==> src/common/spi_params.svh <==
`ifndef SPI_PARAMS_SVH
`define SPI_PARAMS_SVH

// ======================================================================
// Subsystem sizing
// ======================================================================

// Command word is {op, addr[2:0], wdata[7:0]}.
`define SPI_CMD_WIDTH 12

`define SPI_READ_WIDTH 8

`define SPI_NUM_CHAN 4

// clk cycles per sclk half-period, so one bit takes twice this.
`define SPI_HALF_DIV 4

// Op bit plus address bits sent ahead of the read data.
`define SPI_RD_HDR_BITS 4

`endif
==> src/common/spi_sys_pkg.sv <==
`default_nettype none

`include "spi_params.svh"

package spi_sys_pkg;

  // Channel number as seen by the host.
  typedef logic [$clog2(`SPI_NUM_CHAN)-1:0] chan_idx_t;

  // Read collector states.
  typedef enum logic {
    CO_SCAN = 1'b0,
    CO_EMIT = 1'b1
  } collect_state_e;

endpackage

`default_nettype wire

==> src/common/spi_proto_pkg.sv <==
`default_nettype none

package spi_proto_pkg;

  // ======================================================================
  // Command opcode, taken from the top bit of the command word
  // ======================================================================

  typedef enum logic {
    OP_READ  = 1'b0,
    OP_WRITE = 1'b1
  } spi_op_e;

  // ======================================================================
  // Channel shift states
  // ======================================================================

  // One frame walks SELECT, then LOW/HIGH once per bit, then DESELECT.
  typedef enum logic [2:0] {
    ST_IDLE     = 3'd0,
    ST_SELECT   = 3'd1, // cs_n falls here.
    ST_LOW      = 3'd2,
    ST_HIGH     = 3'd3,
    ST_DESELECT = 3'd4, // Trailing half-period with sclk low.
    ST_DONE     = 3'd5
  } spi_state_e;

endpackage

`default_nettype wire

==> src/common/spi_cmd_if.sv <==
`default_nettype none

`include "spi_params.svh"

interface spi_cmd_if;

  logic [`SPI_CMD_WIDTH-1:0]  cmd;   // Held until the next command for this channel.
  logic                       start;
  logic                       busy;
  logic                       done;
  logic [`SPI_READ_WIDTH-1:0] rdata;

  modport disp (output cmd, output start, input busy);

  modport chan (input cmd, input start, output busy, output done, output rdata);

  // The collector also looks at cmd to tell reads from writes.
  modport coll (input cmd, input done, input rdata);

endinterface

`default_nettype wire

==> src/hw/spi_subsys.sv <==
`default_nettype none

`include "spi_params.svh"

module spi_subsys
  import spi_sys_pkg::*;
(
  input  wire logic                       clk,
  input  wire logic                       rst_n,
  // Host command side.
  input  wire logic [`SPI_CMD_WIDTH-1:0]  cmd_in,
  input  wire chan_idx_t                  cmd_chan,
  input  wire logic                       cmd_vld,
  output logic                            cmd_rdy,
  // One SPI bus per channel.
  output logic [`SPI_NUM_CHAN-1:0]        sclk,
  output logic [`SPI_NUM_CHAN-1:0]        cs_n,
  output logic [`SPI_NUM_CHAN-1:0]        mosi,
  input  wire logic [`SPI_NUM_CHAN-1:0]   miso,
  // Returned reads.
  output logic                            read_vld,
  output logic [`SPI_READ_WIDTH-1:0]      read_data,
  output chan_idx_t                       read_chan
);

  spi_cmd_if cmd_bus [`SPI_NUM_CHAN] ();

  spi_dispatch i_dispatch (
    .clk      (clk),
    .rst_n    (rst_n),
    .cmd_in   (cmd_in),
    .cmd_chan (cmd_chan),
    .cmd_vld  (cmd_vld),
    .cmd_rdy  (cmd_rdy),
    .ch       (cmd_bus)
  );

  for (genvar i = 0; i < `SPI_NUM_CHAN; i++)
  begin : g_chan
    spi_master i_master (
      .clk   (clk),
      .rst_n (rst_n),
      .bus   (cmd_bus[i]),
      .sclk  (sclk[i]),
      .cs_n  (cs_n[i]),
      .mosi  (mosi[i]),
      .miso  (miso[i])
    );
  end

  spi_collect i_collect (
    .clk       (clk),
    .rst_n     (rst_n),
    .ch        (cmd_bus),
    .read_vld  (read_vld),
    .read_data (read_data),
    .read_chan (read_chan)
  );

endmodule

`default_nettype wire

==> src/hw/spi_collect.sv <==
`default_nettype none

`include "spi_params.svh"

module spi_collect
  import spi_sys_pkg::*;
(
  input  wire logic                   clk,
  input  wire logic                   rst_n,
  spi_cmd_if.coll                     ch [`SPI_NUM_CHAN],
  output logic                        read_vld,
  output logic [`SPI_READ_WIDTH-1:0]  read_data,
  output chan_idx_t                   read_chan
);

  localparam int NCH = `SPI_NUM_CHAN;
  localparam int RW  = `SPI_READ_WIDTH;

  collect_state_e state;
  chan_idx_t      ptr;
  logic [NCH-1:0] rd_done;
  logic [NCH-1:0] pending;
  logic [RW-1:0]  rd_data [NCH];
  logic [RW-1:0]  data_q  [NCH];

  for (genvar i = 0; i < NCH; i++)
  begin : g_chan
    // Command bit 11 low marks a read.
    assign rd_done[i] = ch[i].done & ~ch[i].cmd[`SPI_CMD_WIDTH-1];
    assign rd_data[i] = ch[i].rdata;

    a_no_overrun: assert property (
      @(posedge clk) disable iff (!rst_n) rd_done[i] |-> !pending[i]
    ) else $error("read on channel %0d finished before the last one was returned", i);
  end

  assign read_vld  = (state == CO_EMIT);
  assign read_data = data_q[ptr];
  assign read_chan = ptr;

  always_ff @(posedge clk or negedge rst_n)
  begin
    if (!rst_n)
    begin
      state   <= CO_SCAN;
      ptr     <= '0;
      pending <= '0;
    end
    else
    begin
      case (state)
        CO_SCAN:
        begin
          if (pending[ptr])
          begin
            state <= CO_EMIT;
          end
          else
          begin
            ptr <= chan_idx_t'(ptr + 1'b1);
          end
        end
        default:
        begin
          pending[ptr] <= 1'b0;
          ptr          <= chan_idx_t'(ptr + 1'b1); // Move on so others get a turn.
          state        <= CO_SCAN;
        end
      endcase
      for (int i = 0; i < NCH; i++)
      begin
        if (rd_done[i])
        begin
          pending[i] <= 1'b1;
        end
      end
    end
  end

  always_ff @(posedge clk)
  begin
    for (int i = 0; i < NCH; i++)
    begin
      if (rd_done[i])
      begin
        data_q[i] <= rd_data[i];
      end
    end
  end

endmodule

`default_nettype wire

==> src/spi_master/spi_master.sv <==
`default_nettype none

`include "spi_params.svh"

module spi_master
  import spi_proto_pkg::*;
(
  input  wire logic clk,
  input  wire logic rst_n,
  spi_cmd_if.chan   bus,
  output logic      sclk,
  output logic      cs_n,
  output logic      mosi,
  input  wire logic miso
);

  localparam int W     = `SPI_CMD_WIDTH;
  localparam int RW    = `SPI_READ_WIDTH;
  localparam int HDR   = `SPI_RD_HDR_BITS;
  localparam int DIV_W = $clog2(`SPI_HALF_DIV + 1);
  localparam int BIT_W = $clog2(W);

  localparam logic [W-1:0]     HDR_MASK = {{HDR{1'b1}}, {(W-HDR){1'b0}}};
  localparam logic [DIV_W-1:0] DIV_LAST = DIV_W'(`SPI_HALF_DIV - 1);
  localparam logic [BIT_W-1:0] BIT_LAST = BIT_W'(W - 1);

  spi_state_e       state;
  spi_op_e          op_q;
  logic [W-1:0]     tx_q;
  logic [RW-1:0]    rx_q;
  logic [DIV_W-1:0] div_cnt;
  logic [BIT_W-1:0] bit_cnt;
  logic             half_end;
  logic             load;
  logic             tx_step;
  logic             rx_step;

  assign half_end = (div_cnt == DIV_LAST);
  assign load     = (state == ST_IDLE) && bus.start;
  // mosi moves at the start of every low phase, i.e. after select and after each high phase.
  assign tx_step  = (state == ST_SELECT) ||
                    ((state == ST_HIGH) && half_end && (bit_cnt != BIT_LAST));
  assign rx_step  = (state == ST_LOW) && half_end; // Rising sclk.

  assign bus.busy  = (state != ST_IDLE) && (state != ST_DONE);
  assign bus.done  = (state == ST_DONE);
  assign bus.rdata = rx_q;

  // ======================================================================
  // Frame control
  // ======================================================================

  always_ff @(posedge clk or negedge rst_n)
  begin
    if (!rst_n)
    begin
      state   <= ST_IDLE;
      sclk    <= 1'b0;
      cs_n    <= 1'b1;
      mosi    <= 1'b0;
      div_cnt <= '0;
      bit_cnt <= '0;
    end
    else
    begin
      div_cnt <= half_end ? '0 : div_cnt + 1'b1;
      if (tx_step)
      begin
        mosi <= tx_q[W-1];
      end
      case (state)
        ST_IDLE:
        begin
          div_cnt <= '0;
          if (bus.start)
          begin
            state <= ST_SELECT;
          end
        end
        ST_SELECT:
        begin
          cs_n    <= 1'b0;
          div_cnt <= '0;
          bit_cnt <= '0;
          state   <= ST_LOW;
        end
        ST_LOW:
        begin
          if (half_end)
          begin
            sclk  <= 1'b1;
            state <= ST_HIGH;
          end
        end
        ST_HIGH:
        begin
          if (half_end)
          begin
            sclk <= 1'b0;
            if (bit_cnt == BIT_LAST)
            begin
              mosi  <= 1'b0;
              state <= ST_DESELECT;
            end
            else
            begin
              bit_cnt <= bit_cnt + 1'b1;
              state   <= ST_LOW;
            end
          end
        end
        ST_DESELECT:
        begin
          if (half_end)
          begin
            cs_n  <= 1'b1;
            state <= ST_DONE;
          end
        end
        default:
        begin
          state <= ST_IDLE; // ST_DONE lasts one cycle.
        end
      endcase
    end
  end

  // ======================================================================
  // Shift registers
  // ======================================================================

  always_ff @(posedge clk)
  begin
    if (load)
    begin
      op_q <= spi_op_e'(bus.cmd[W-1]);
      // A read sends only its header and then holds mosi low.
      tx_q <= (spi_op_e'(bus.cmd[W-1]) == OP_READ) ? (bus.cmd & HDR_MASK) : bus.cmd;
    end
    else if (tx_step)
    begin
      tx_q <= tx_q << 1;
    end
    if (rx_step && (op_q == OP_READ))
    begin
      rx_q <= {rx_q[RW-2:0], miso}; // The last RW samples are the read data.
    end
  end

  a_cs_when_sclk: assert property (
    @(posedge clk) disable iff (!rst_n) sclk |-> !cs_n
  ) else $error("sclk high with cs_n deasserted");

  a_start_idle: assert property (
    @(posedge clk) disable iff (!rst_n) bus.start |-> !bus.busy
  ) else $error("start received while busy");

  a_done_pulse: assert property (
    @(posedge clk) disable iff (!rst_n) bus.done |=> !bus.done
  ) else $error("done longer than one cycle");

endmodule

`default_nettype wire

==> src/hw/spi_dispatch.sv <==
`default_nettype none

`include "spi_params.svh"

module spi_dispatch
  import spi_sys_pkg::*;
(
  input  wire logic                      clk,
  input  wire logic                      rst_n,
  input  wire logic [`SPI_CMD_WIDTH-1:0] cmd_in,
  input  wire chan_idx_t                 cmd_chan,
  input  wire logic                      cmd_vld,
  output logic                           cmd_rdy,
  spi_cmd_if.disp                        ch [`SPI_NUM_CHAN]
);

  localparam int NCH = `SPI_NUM_CHAN;

  logic [NCH-1:0]            chan_busy;
  logic [NCH-1:0]            start_q;
  logic [`SPI_CMD_WIDTH-1:0] cmd_q [NCH];
  logic                      accept;

  // A channel counts as busy from the start pulse on, since the channel
  // itself only reports busy one cycle later.
  for (genvar i = 0; i < NCH; i++)
  begin : g_chan
    assign chan_busy[i] = ch[i].busy | start_q[i];
    assign ch[i].cmd    = cmd_q[i];
    assign ch[i].start  = start_q[i];

    a_no_start_when_busy: assert property (
      @(posedge clk) disable iff (!rst_n) ch[i].start |-> !ch[i].busy
    ) else $error("start sent to busy channel %0d", i);
  end

  assign cmd_rdy = ~chan_busy[cmd_chan];
  assign accept  = cmd_vld & cmd_rdy;

  always_ff @(posedge clk or negedge rst_n)
  begin
    if (!rst_n)
    begin
      start_q <= '0;
    end
    else
    begin
      for (int i = 0; i < NCH; i++)
      begin
        start_q[i] <= accept && (cmd_chan == chan_idx_t'(i));
      end
    end
  end

  always_ff @(posedge clk)
  begin
    if (accept)
    begin
      cmd_q[cmd_chan] <= cmd_in;
    end
  end

endmodule

`default_nettype wire

==> config.mk <==
export PLATFORM = sky130hd
export DESIGN_NAME = spi_subsys
export DESIGN_NICKNAME = d
export VERILOG_FILES = /design/src/common/spi_sys_pkg.sv /design/src/common/spi_proto_pkg.sv /design/src/common/spi_cmd_if.sv /design/src/hw/spi_subsys.sv /design/src/hw/spi_collect.sv /design/src/spi_master/spi_master.sv /design/src/hw/spi_dispatch.sv
export VERILOG_INCLUDE_DIRS = /design/src /design/src/common
export SDC_FILE = /design/constraint.sdc
export NUM_CORES = 1
export LEC_CHECK = 0
export ABC_CLOCK_PERIOD_IN_PS = 4600
export BUFFER_PORTS_ARGS = -buffer_cell sky130_fd_sc_hd__buf_2
export CORE_MARGIN = 5
export CORE_UTILIZATION = 50
export CTS_BUF_LIST = sky130_fd_sc_hd__clkbuf_16
export DETAILED_ROUTE_END_ITERATION = 8
export HOLD_SLACK_MARGIN = 0.1
export PLACE_DENSITY_LB_ADDON = 0.3
export SKIP_LAST_GASP = 1
export SYNTH_ARGS = -nofsm -noshare
export SYNTH_HDL_FRONTEND = slang
export SYNTH_SLANG_ARGS = --single-unit
==> constraint.sdc <==
create_clock -name clk -period 4.6 [get_ports clk]
set_clock_uncertainty 0.05 [all_clocks]
set_input_delay 0.46 -clock clk [delete_from_list [all_inputs] [get_ports clk]]
set_output_delay 0.46 -clock clk [all_outputs]
set_load 0.01 [all_outputs]
Word level (Yosys, flattened, before mapping)
Memories as Yosys holds them, arrays and structs flattened.
Index checks and enable logic that the tools add are counted.
{"block": "word_totals", "ff_bits": 147, "mem_bits_rw": 80, "word_cells": 332, "n_memories": 2}
{"name": "i_dispatch.cmd_q", "words": 4, "word_bits": 12, "read_ports": 4, "rd_ports_with_merged_regs": 0, "wr": 1, "line_no": "spi_dispatch.sv:21", "text": "logic [`SPI_CMD_WIDTH-1:0] cmd_q [NCH];"}
{"name": "i_collect.data_q", "words": 4, "word_bits": 8, "read_ports": 1, "rd_ports_with_merged_regs": 0, "wr": 4, "line_no": "spi_collect.sv:24", "text": "logic [RW-1:0] data_q [NCH];"}
{"block": "op_classes", "n_addsub": 9, "magnitude_cmp": 3, "eq_ne": 60, "muxes": 113, "bitwise_logic": 20, "reduce_logical": 82}
{"operator": "$mux W12", "n": 12}
{"operator": "$mux W3", "n": 28}
{"operator": "$pmux W3 S5", "n": 4}
{"operator": "$mux W1", "n": 43}
{"operator": "$reduce_bool A2 Y1", "n": 20}
{"operator": "$eq A3 B2 Y1 const B", "n": 12}
{"operator": "$mux W4", "n": 9}
{"operator": "$pmux W4 S2", "n": 4}
{"operator": "$logic_and A1 B1 Y1", "n": 29}
{"operator": "$ne A2 B1 Y1 const B", "n": 13}
{"operator": "$eq A3 B3 Y1 const B", "n": 8}
{"operator": "$reduce_and A3 Y1", "n": 8}
{"operator": "$add A4 B1 Y4 const B", "n": 4}
{"operator": "$eq A4 B4 Y1 const B", "n": 4}
{"operator": "$ne A2 B2 Y1 const B", "n": 8}
{"operator": "$ne A4 B4 Y1 const B", "n": 4}
{"operator": "$pmux W1 S2", "n": 8}
{"operator": "$reduce_and A4 Y1", "n": 4}
{"operator": "$add A3 B1 Y3 const B", "n": 4}
{"operator": "$eq A3 B1 Y1 const B", "n": 4}
{"operator": "$logic_not A3 Y1", "n": 4}
{"operator": "$ne A3 B3 Y1 const B", "n": 4}
{"operator": "$reduce_bool A3 Y1", "n": 4}
{"operator": "$not A1 Y1", "n": 9}
{"operator": "16 further kinds", "n": 36}

Depth between registers and ports, before layout
{"block": "logic_depth", "ltp_word": 9, "mapped_depth": 6, "mapped_depth_nobuf": 5}

Cells and area by module
Synthesis repeated with hierarchy kept, for this count alone.
{"block": "unflattened", "cells_unflattened": 626, "area_unflattened_um2": 9195.1}
{"mod": "spi_master at g_chan[0].i_master ...", "n_inst": 3, "cells_each": 121, "area_each_um2": 1501.4}
{"mod": "spi_dispatch", "n_inst": 1, "cells_each": 63, "area_each_um2": 1619.1}
{"mod": "spi_collect", "n_inst": 1, "cells_each": 79, "area_each_um2": 1580.3}
{"mod": "spi_master at g_chan[3].i_master", "n_inst": 1, "cells_each": 121, "area_each_um2": 1491.4}

Worst setup path after synthesis
Ideal clock, no wire load.
{"block": "synth_timing", "path_type": "register to register", "from": "register g_chan[2].i_master.state[1]", "to": "memory i_dispatch.cmd_q[0][0] (netlist bit), enable pin", "setup_ps": 359, "arrival_time_ps": 1808, "required_time_ps": 4191, "setup_slack_ps": 2383, "stages_incl_launch_ff": 6, "n_path_buf": 1, "path_cell_list": "dfrtp_1 > buf_6 > or2_1 > or4b_4 > nand4_4 > and4bb_1"}
{"block": "synth_via", "elab_chain_cells": 9}
{"item": "from (decl)", "line_no": "spi_master.sv:27", "text": "spi_state_e state;"}
{"item": "from (signal assigned)", "line_no": "spi_master.sv:57", "text": "state <= ST_IDLE;"}
{"item": "from (signal assigned)", "line_no": "spi_master.sv:77", "text": "state <= ST_SELECT;"}
{"item": "from (signal assigned)", "line_no": "spi_master.sv:85", "text": "state <= ST_LOW;"}
{"item": "$ne A3 B3 Y1 or $reduce_bool A3 Y1 (tied branches)", "line_no": "spi_master.sv:45", "text": "assign bus.busy = (state != ST_IDLE) && (state != ST_DONE);"}
{"item": "$logic_and A1 B1 Y1 (*)", "line_no": "spi_master.sv:45"}
{"item": "$or A1 B1 Y1 (*)", "line_no": "spi_dispatch.sv:28", "text": "assign chan_busy[i] = ch[i].busy | start_q[i];"}
{"item": "$bmux W1 S2 (*)", "line_no": "spi_dispatch.sv:37", "text": "assign cmd_rdy = ~chan_busy[cmd_chan];"}
{"item": "$mux W1 (not written as such) (*)", "line_no": "spi_dispatch.sv:37"}
{"item": "$not A1 Y1 (*)", "line_no": "spi_dispatch.sv:37"}
{"item": "via cmd_rdy", "line_no": "spi_subsys.sv:14", "text": "output logic cmd_rdy,"}
{"item": "$and A1 B1 Y1 (*)", "line_no": "spi_dispatch.sv:38", "text": "assign accept = cmd_vld & cmd_rdy;"}
{"item": "$mux W1 (*)", "line_no": "spi_dispatch.sv:57", "text": "if (accept)"}
{"item": "$mux W1 (not written as such) (*)", "line_no": "spi_dispatch.sv:59", "text": "cmd_q[cmd_chan] <= cmd_in;"}
{"item": "to (decl)", "line_no": "spi_dispatch.sv:21"}
Mark *: on every way through the listed nets, which the timed path passes. The rest lies on a longest branch. The select of a mux whose other input is x is not followed.

Final worst setup path
{"block": "layout_timing", "from": "register g_chan[0].i_master.div_cnt[0]", "to": "register g_chan[0].i_master.rx_q[0], enable pin"}
{"block": "layout_via", "elab_chain_cells": 3}
{"item": "from (decl)", "line_no": "spi_master.sv:31", "text": "logic [DIV_W-1:0] div_cnt;"}
{"item": "from (signal assigned)", "line_no": "spi_master.sv:66", "text": "div_cnt <= half_end ? '0 : div_cnt + 1'b1;"}
{"item": "$eq A3 B2 Y1", "line_no": "spi_master.sv:38", "text": "assign half_end = (div_cnt == DIV_LAST);"}
{"item": "$logic_and A1 B1 Y1", "line_no": "spi_master.sv:43", "text": "assign rx_step = (state == ST_LOW) && half_end;"}
{"item": "$logic_and A1 B1 Y1", "line_no": "spi_master.sv:144", "text": "if (rx_step && (op_q == OP_READ))"}
{"item": "to (signal assigned)", "line_no": "spi_master.sv:146", "text": "rx_q <= {rx_q[RW-2:0], miso};"}
{"item": "to (decl)", "line_no": "spi_master.sv:30", "text": "logic [RW-1:0] rx_q;"}
Every way passes these cells.
A chain may end at the register's enable or synchronous reset.

==> impl_results.md <==
* Slew @ Worst Pin at 1240 ps
* Synth area leaders: edfxtp_1 (54%), dfrtp_1 (16%), nand2_1 (3.8%)
* Global Route Usage Sum at 16.0%
* YS warnings at 0
* Net Count, Synth at about 670
* Total CTS buffers at 23
* Hold Path Stages at 1
* Critical-path cell list: ha_1 -> nor2b_1 -> nand3b_1 -> nor3_1
* RR Endpoint: g_chan[0].i_master.bus.rdata[0]
* Vias/cell at approximately 5.5
* Fin crit period at 2570 ps
* CTS H-tree lvls at 1
* Buffers & Inverters on Critical Path at 0
* Post-Syn Instances at between 600 and 700
* Gr ovfl total at 0
* Total of max-cap violations at 0
* Crit. End Element: flip-flop
* Multi-input logic area at 0.00229 mm²
* CP top delay family: simple AND/OR/NAND/NOR gates
* Crit path largest cell delay at 970 ps
* Area post-placement at 0.00939 mm²
* Worst ir drop on vdd at 0.352 mV
* Post_cts resized at 0
* Chip width at 145 µm
* Sequential area share after synthesis at 71.7%
* Final Instance Area at roughly 0.01 mm²
* Post-synth EDFFs at 164
* Flops & latches, synth at ~230
* Drt total wl at 16.2 mm
* Initial antenna violation count at 0
* Final setup TNS at 0 ps
* Final design utilization at 56.4%
* Synth unique cells at 58
* Critical path's slowest cell: nor3_1
* Root buffer cell: clkbuf_16
* Antenna fix cells at 0
* Max-slew violation count at 0
* 1st-pass router iterations at 5
* RSZ-0062 raised after global routing: no
* Nets at about 700
* IO Port Bufs at 44
* Final hold viol count at 0
* Remaining antenna violation count after routing at 0
* Final period util at 56.0%
* Core Rows at 49
* Area share of the largest cell type after synthesis at between 50% and 60%
* Largest net degree at the start of global routing at 46
* Reg2reg start: g_chan[0].i_master.div_cnt[0]
* CP startpoint: g_chan[0].i_master.div_cnt[0]
* Dominant cell type by area after synthesis: edfxtp_1
* Worst Path Arrival at 2620 ps
* Clock transition at path regs at 60 ps
* Worst EP required at 4650 ps
* First-pass GRT wire length at 26.3 mm
* Internal reg-to-reg setup slack at 2030 ps
* Vias in the first global route at 5019
* Element type at the critical path start: flip-flop
* Final Setup Violations at 0
* Die height at 145 µm
* Total core area at 0.0179 mm²
* Synth-to-Final Area Change at 11.4%
* Worst setup path category: reg -> reg
* DP HPWL at 11.2 mm
* PwrDens at ~520 mW/mm²
* Fillers at between 1000 and 1500
* Worst Hold Path EP: g_chan[2].i_master.bus.rdata[0]
* Hold buffer count at cts at 3
* CTS tree: yes
* Leak at 3.96 nW
* Async set-or-reset flop fraction in the synthesized netlist at 27.8%
* Post-Syn Area per Cell at 14.2 µm²
* CTS max path bufs at 3
* Post-route DRC violation count at 0
* Setup repair bufs after CTS at 0
* Area of the mapped netlist at just over 0.009 mm²
* Ratio of cells with drive above 1 in the final layout at 17.1%
* Gp weighted congestion at 0.812
* Worst hold start: miso[2]
* Clk Latency, worst-skew pair at 490 ps
* Initial core utilization at 50.7%
* Synth Flop Type: edfxtp_1
* FF/Latch Area at 0.00651 mm²
* Via count at 5016
* Min-delay worst type: in -> reg
* Max FO, Critical Path at 8
* Outcome: completed
* Die area at 0.0209 mm²
* Io pins at 45
* Clk sinks at roughly 230
* Avg WL per Cell at 17.8 µm
* Worst r2r path cells at 4
* Fmax at 388 MHz
* Headroom to the max-slew limit at 16.7%
* DRT iter0 DRCs at 319
where the power goes:
group / total [mW] / internal, mW / switching, mW / leakage, nW
sequential: 2.75 / 2.54 / 0.211 / 2.25
combinational: 0.873 / 0.369 / 0.505 / 1.34
clock: 1.66 / 0.957 / 0.705 / 0.367
cells by family (layout without fill, tap and decap cells):
group	Yosys count	in the layout	share of synthesized area, %
AO/OA/AOI/OAI	94	94	5.99
XOR/XNOR	6	6	0.786
adder cells (fa/ha/maj)	12	12	1.66
buffers and inverters	62	109	3.24
flip-flops	227	227	71.7
multiplexers	30	30	4.65
AND/OR/NAND/NOR	208	208	11.9
final cells by class:
type	instances	area share, %
sequential	227	64.4
clock buffer	23	5.70
inverter	17	0.632
clock inverter	18	0.979
multi-input combinational	350	22.6
timing repair buffer	51	2.78
tap	229	2.84
Yosys cell counts (3+ instances only):
cell	n
a31oi_1	3
mux2_2	17
nor3_1	11
clkbuf_1	24
a21oi_1	8
o31ai_1	5
nand2b_1	11
and3_1	6
nor2b_1	5
buf_2	7
nand2_1	91
o21a_1	3
nand3_1	24
ha_1	12
o21ai_0	49
nor3b_1	8
edfxtp_1	164
a21o_1	7
inv_1	16
xnor2_1	4
o21ai_1	8
o22ai_1	3
buf_4	12
nor4_1	8
dfrtp_1	59
dfstp_2	4
nand3b_1	6
mux2i_1	5
mux4_2	8
nor2_1	16
registers in the layout, indices dropped and copies added (netlist names):
name and flops:
g_chan.i_master.bit_cnt 16, g_chan.i_master.bus.rdata 32, g_chan.i_master.cs_n 4, g_chan.i_master.div_cnt 12, g_chan.i_master.mosi 4, g_chan.i_master.op_q 4
g_chan.i_master.sclk 4, g_chan.i_master.state 12, g_chan.i_master.tx_q 48, i_collect.data_q 32, i_collect.pending 4, i_collect.read_chan 2
i_collect.read_vld 1, i_dispatch.cmd_q 48, i_dispatch.start_q 4
stage by stage:
stage	cells	hold slack [ps]	worst slack (ps)	power, mW
4_1_cts	915	105	1980	5.34
6_report	915	119	2030	5.28
5_1_grt	915	105	1800	5.58
2_1_floorplan	639	114	2380	3.44
3_3_place_gp	871	354	2240	3.59
3_5_place_dp	871	357	2030	3.67
cell usage in the layout, fill, tap and decap left out, drive strengths merged, types with 3 or more instances in the layout:
cell type and n:
nor3b 8, nor2b 5, nand2b 11, a21oi 8, nand3 24, dlygate4sd3 3, nor2 16, dfrtp 59
mux4 8, ha 12, mux2 17, buf 48, clkinv 8, o21ai 57, nand3b 6, o22ai 3
o21a 3, mux2i 5, edfxtp 164, clkbuf 23, nand2 91, and3 6, a21o 8, xnor2 4
inv 26, nor4 8, o31ai 5, and4bb 4, dfstp 4, or2 3, a31oi 3, nor3 11
layer usage:
| metal | global-route usage, % | wire [µm] | vias to the layer above |
|---|---|---|---|
| li1 | - | - | 2398 |
| met1 | 21.9 | 7080 | 2497 |
| met2 | 27.2 | 8100 | 98 |
| met3 | 2.86 | 730 | 23 |
| met4 | 3.39 | 335 | 0 |
| met5 | 0 | 0 | - |
worst max path at each step:
stage | end | slack, ps | cells after the start
6_report | g_chan[0].i_master.bus.rdata[0] | 2030 | 4
5_1_grt | g_chan[0].i_master.bus.rdata[0] | 1800 | 4
4_1_cts | read_data[0] | 1980 | 2
3_5_place_dp | g_chan[0].i_master.bus.rdata[7] | 2030 | 4
3_3_place_gp | g_chan[0].i_master.bus.rdata[7] | 2240 | 4
2_1_floorplan | i_dispatch.cmd_q[0][0] | 2380 | 5
Power figures use the tool's default switching activity.
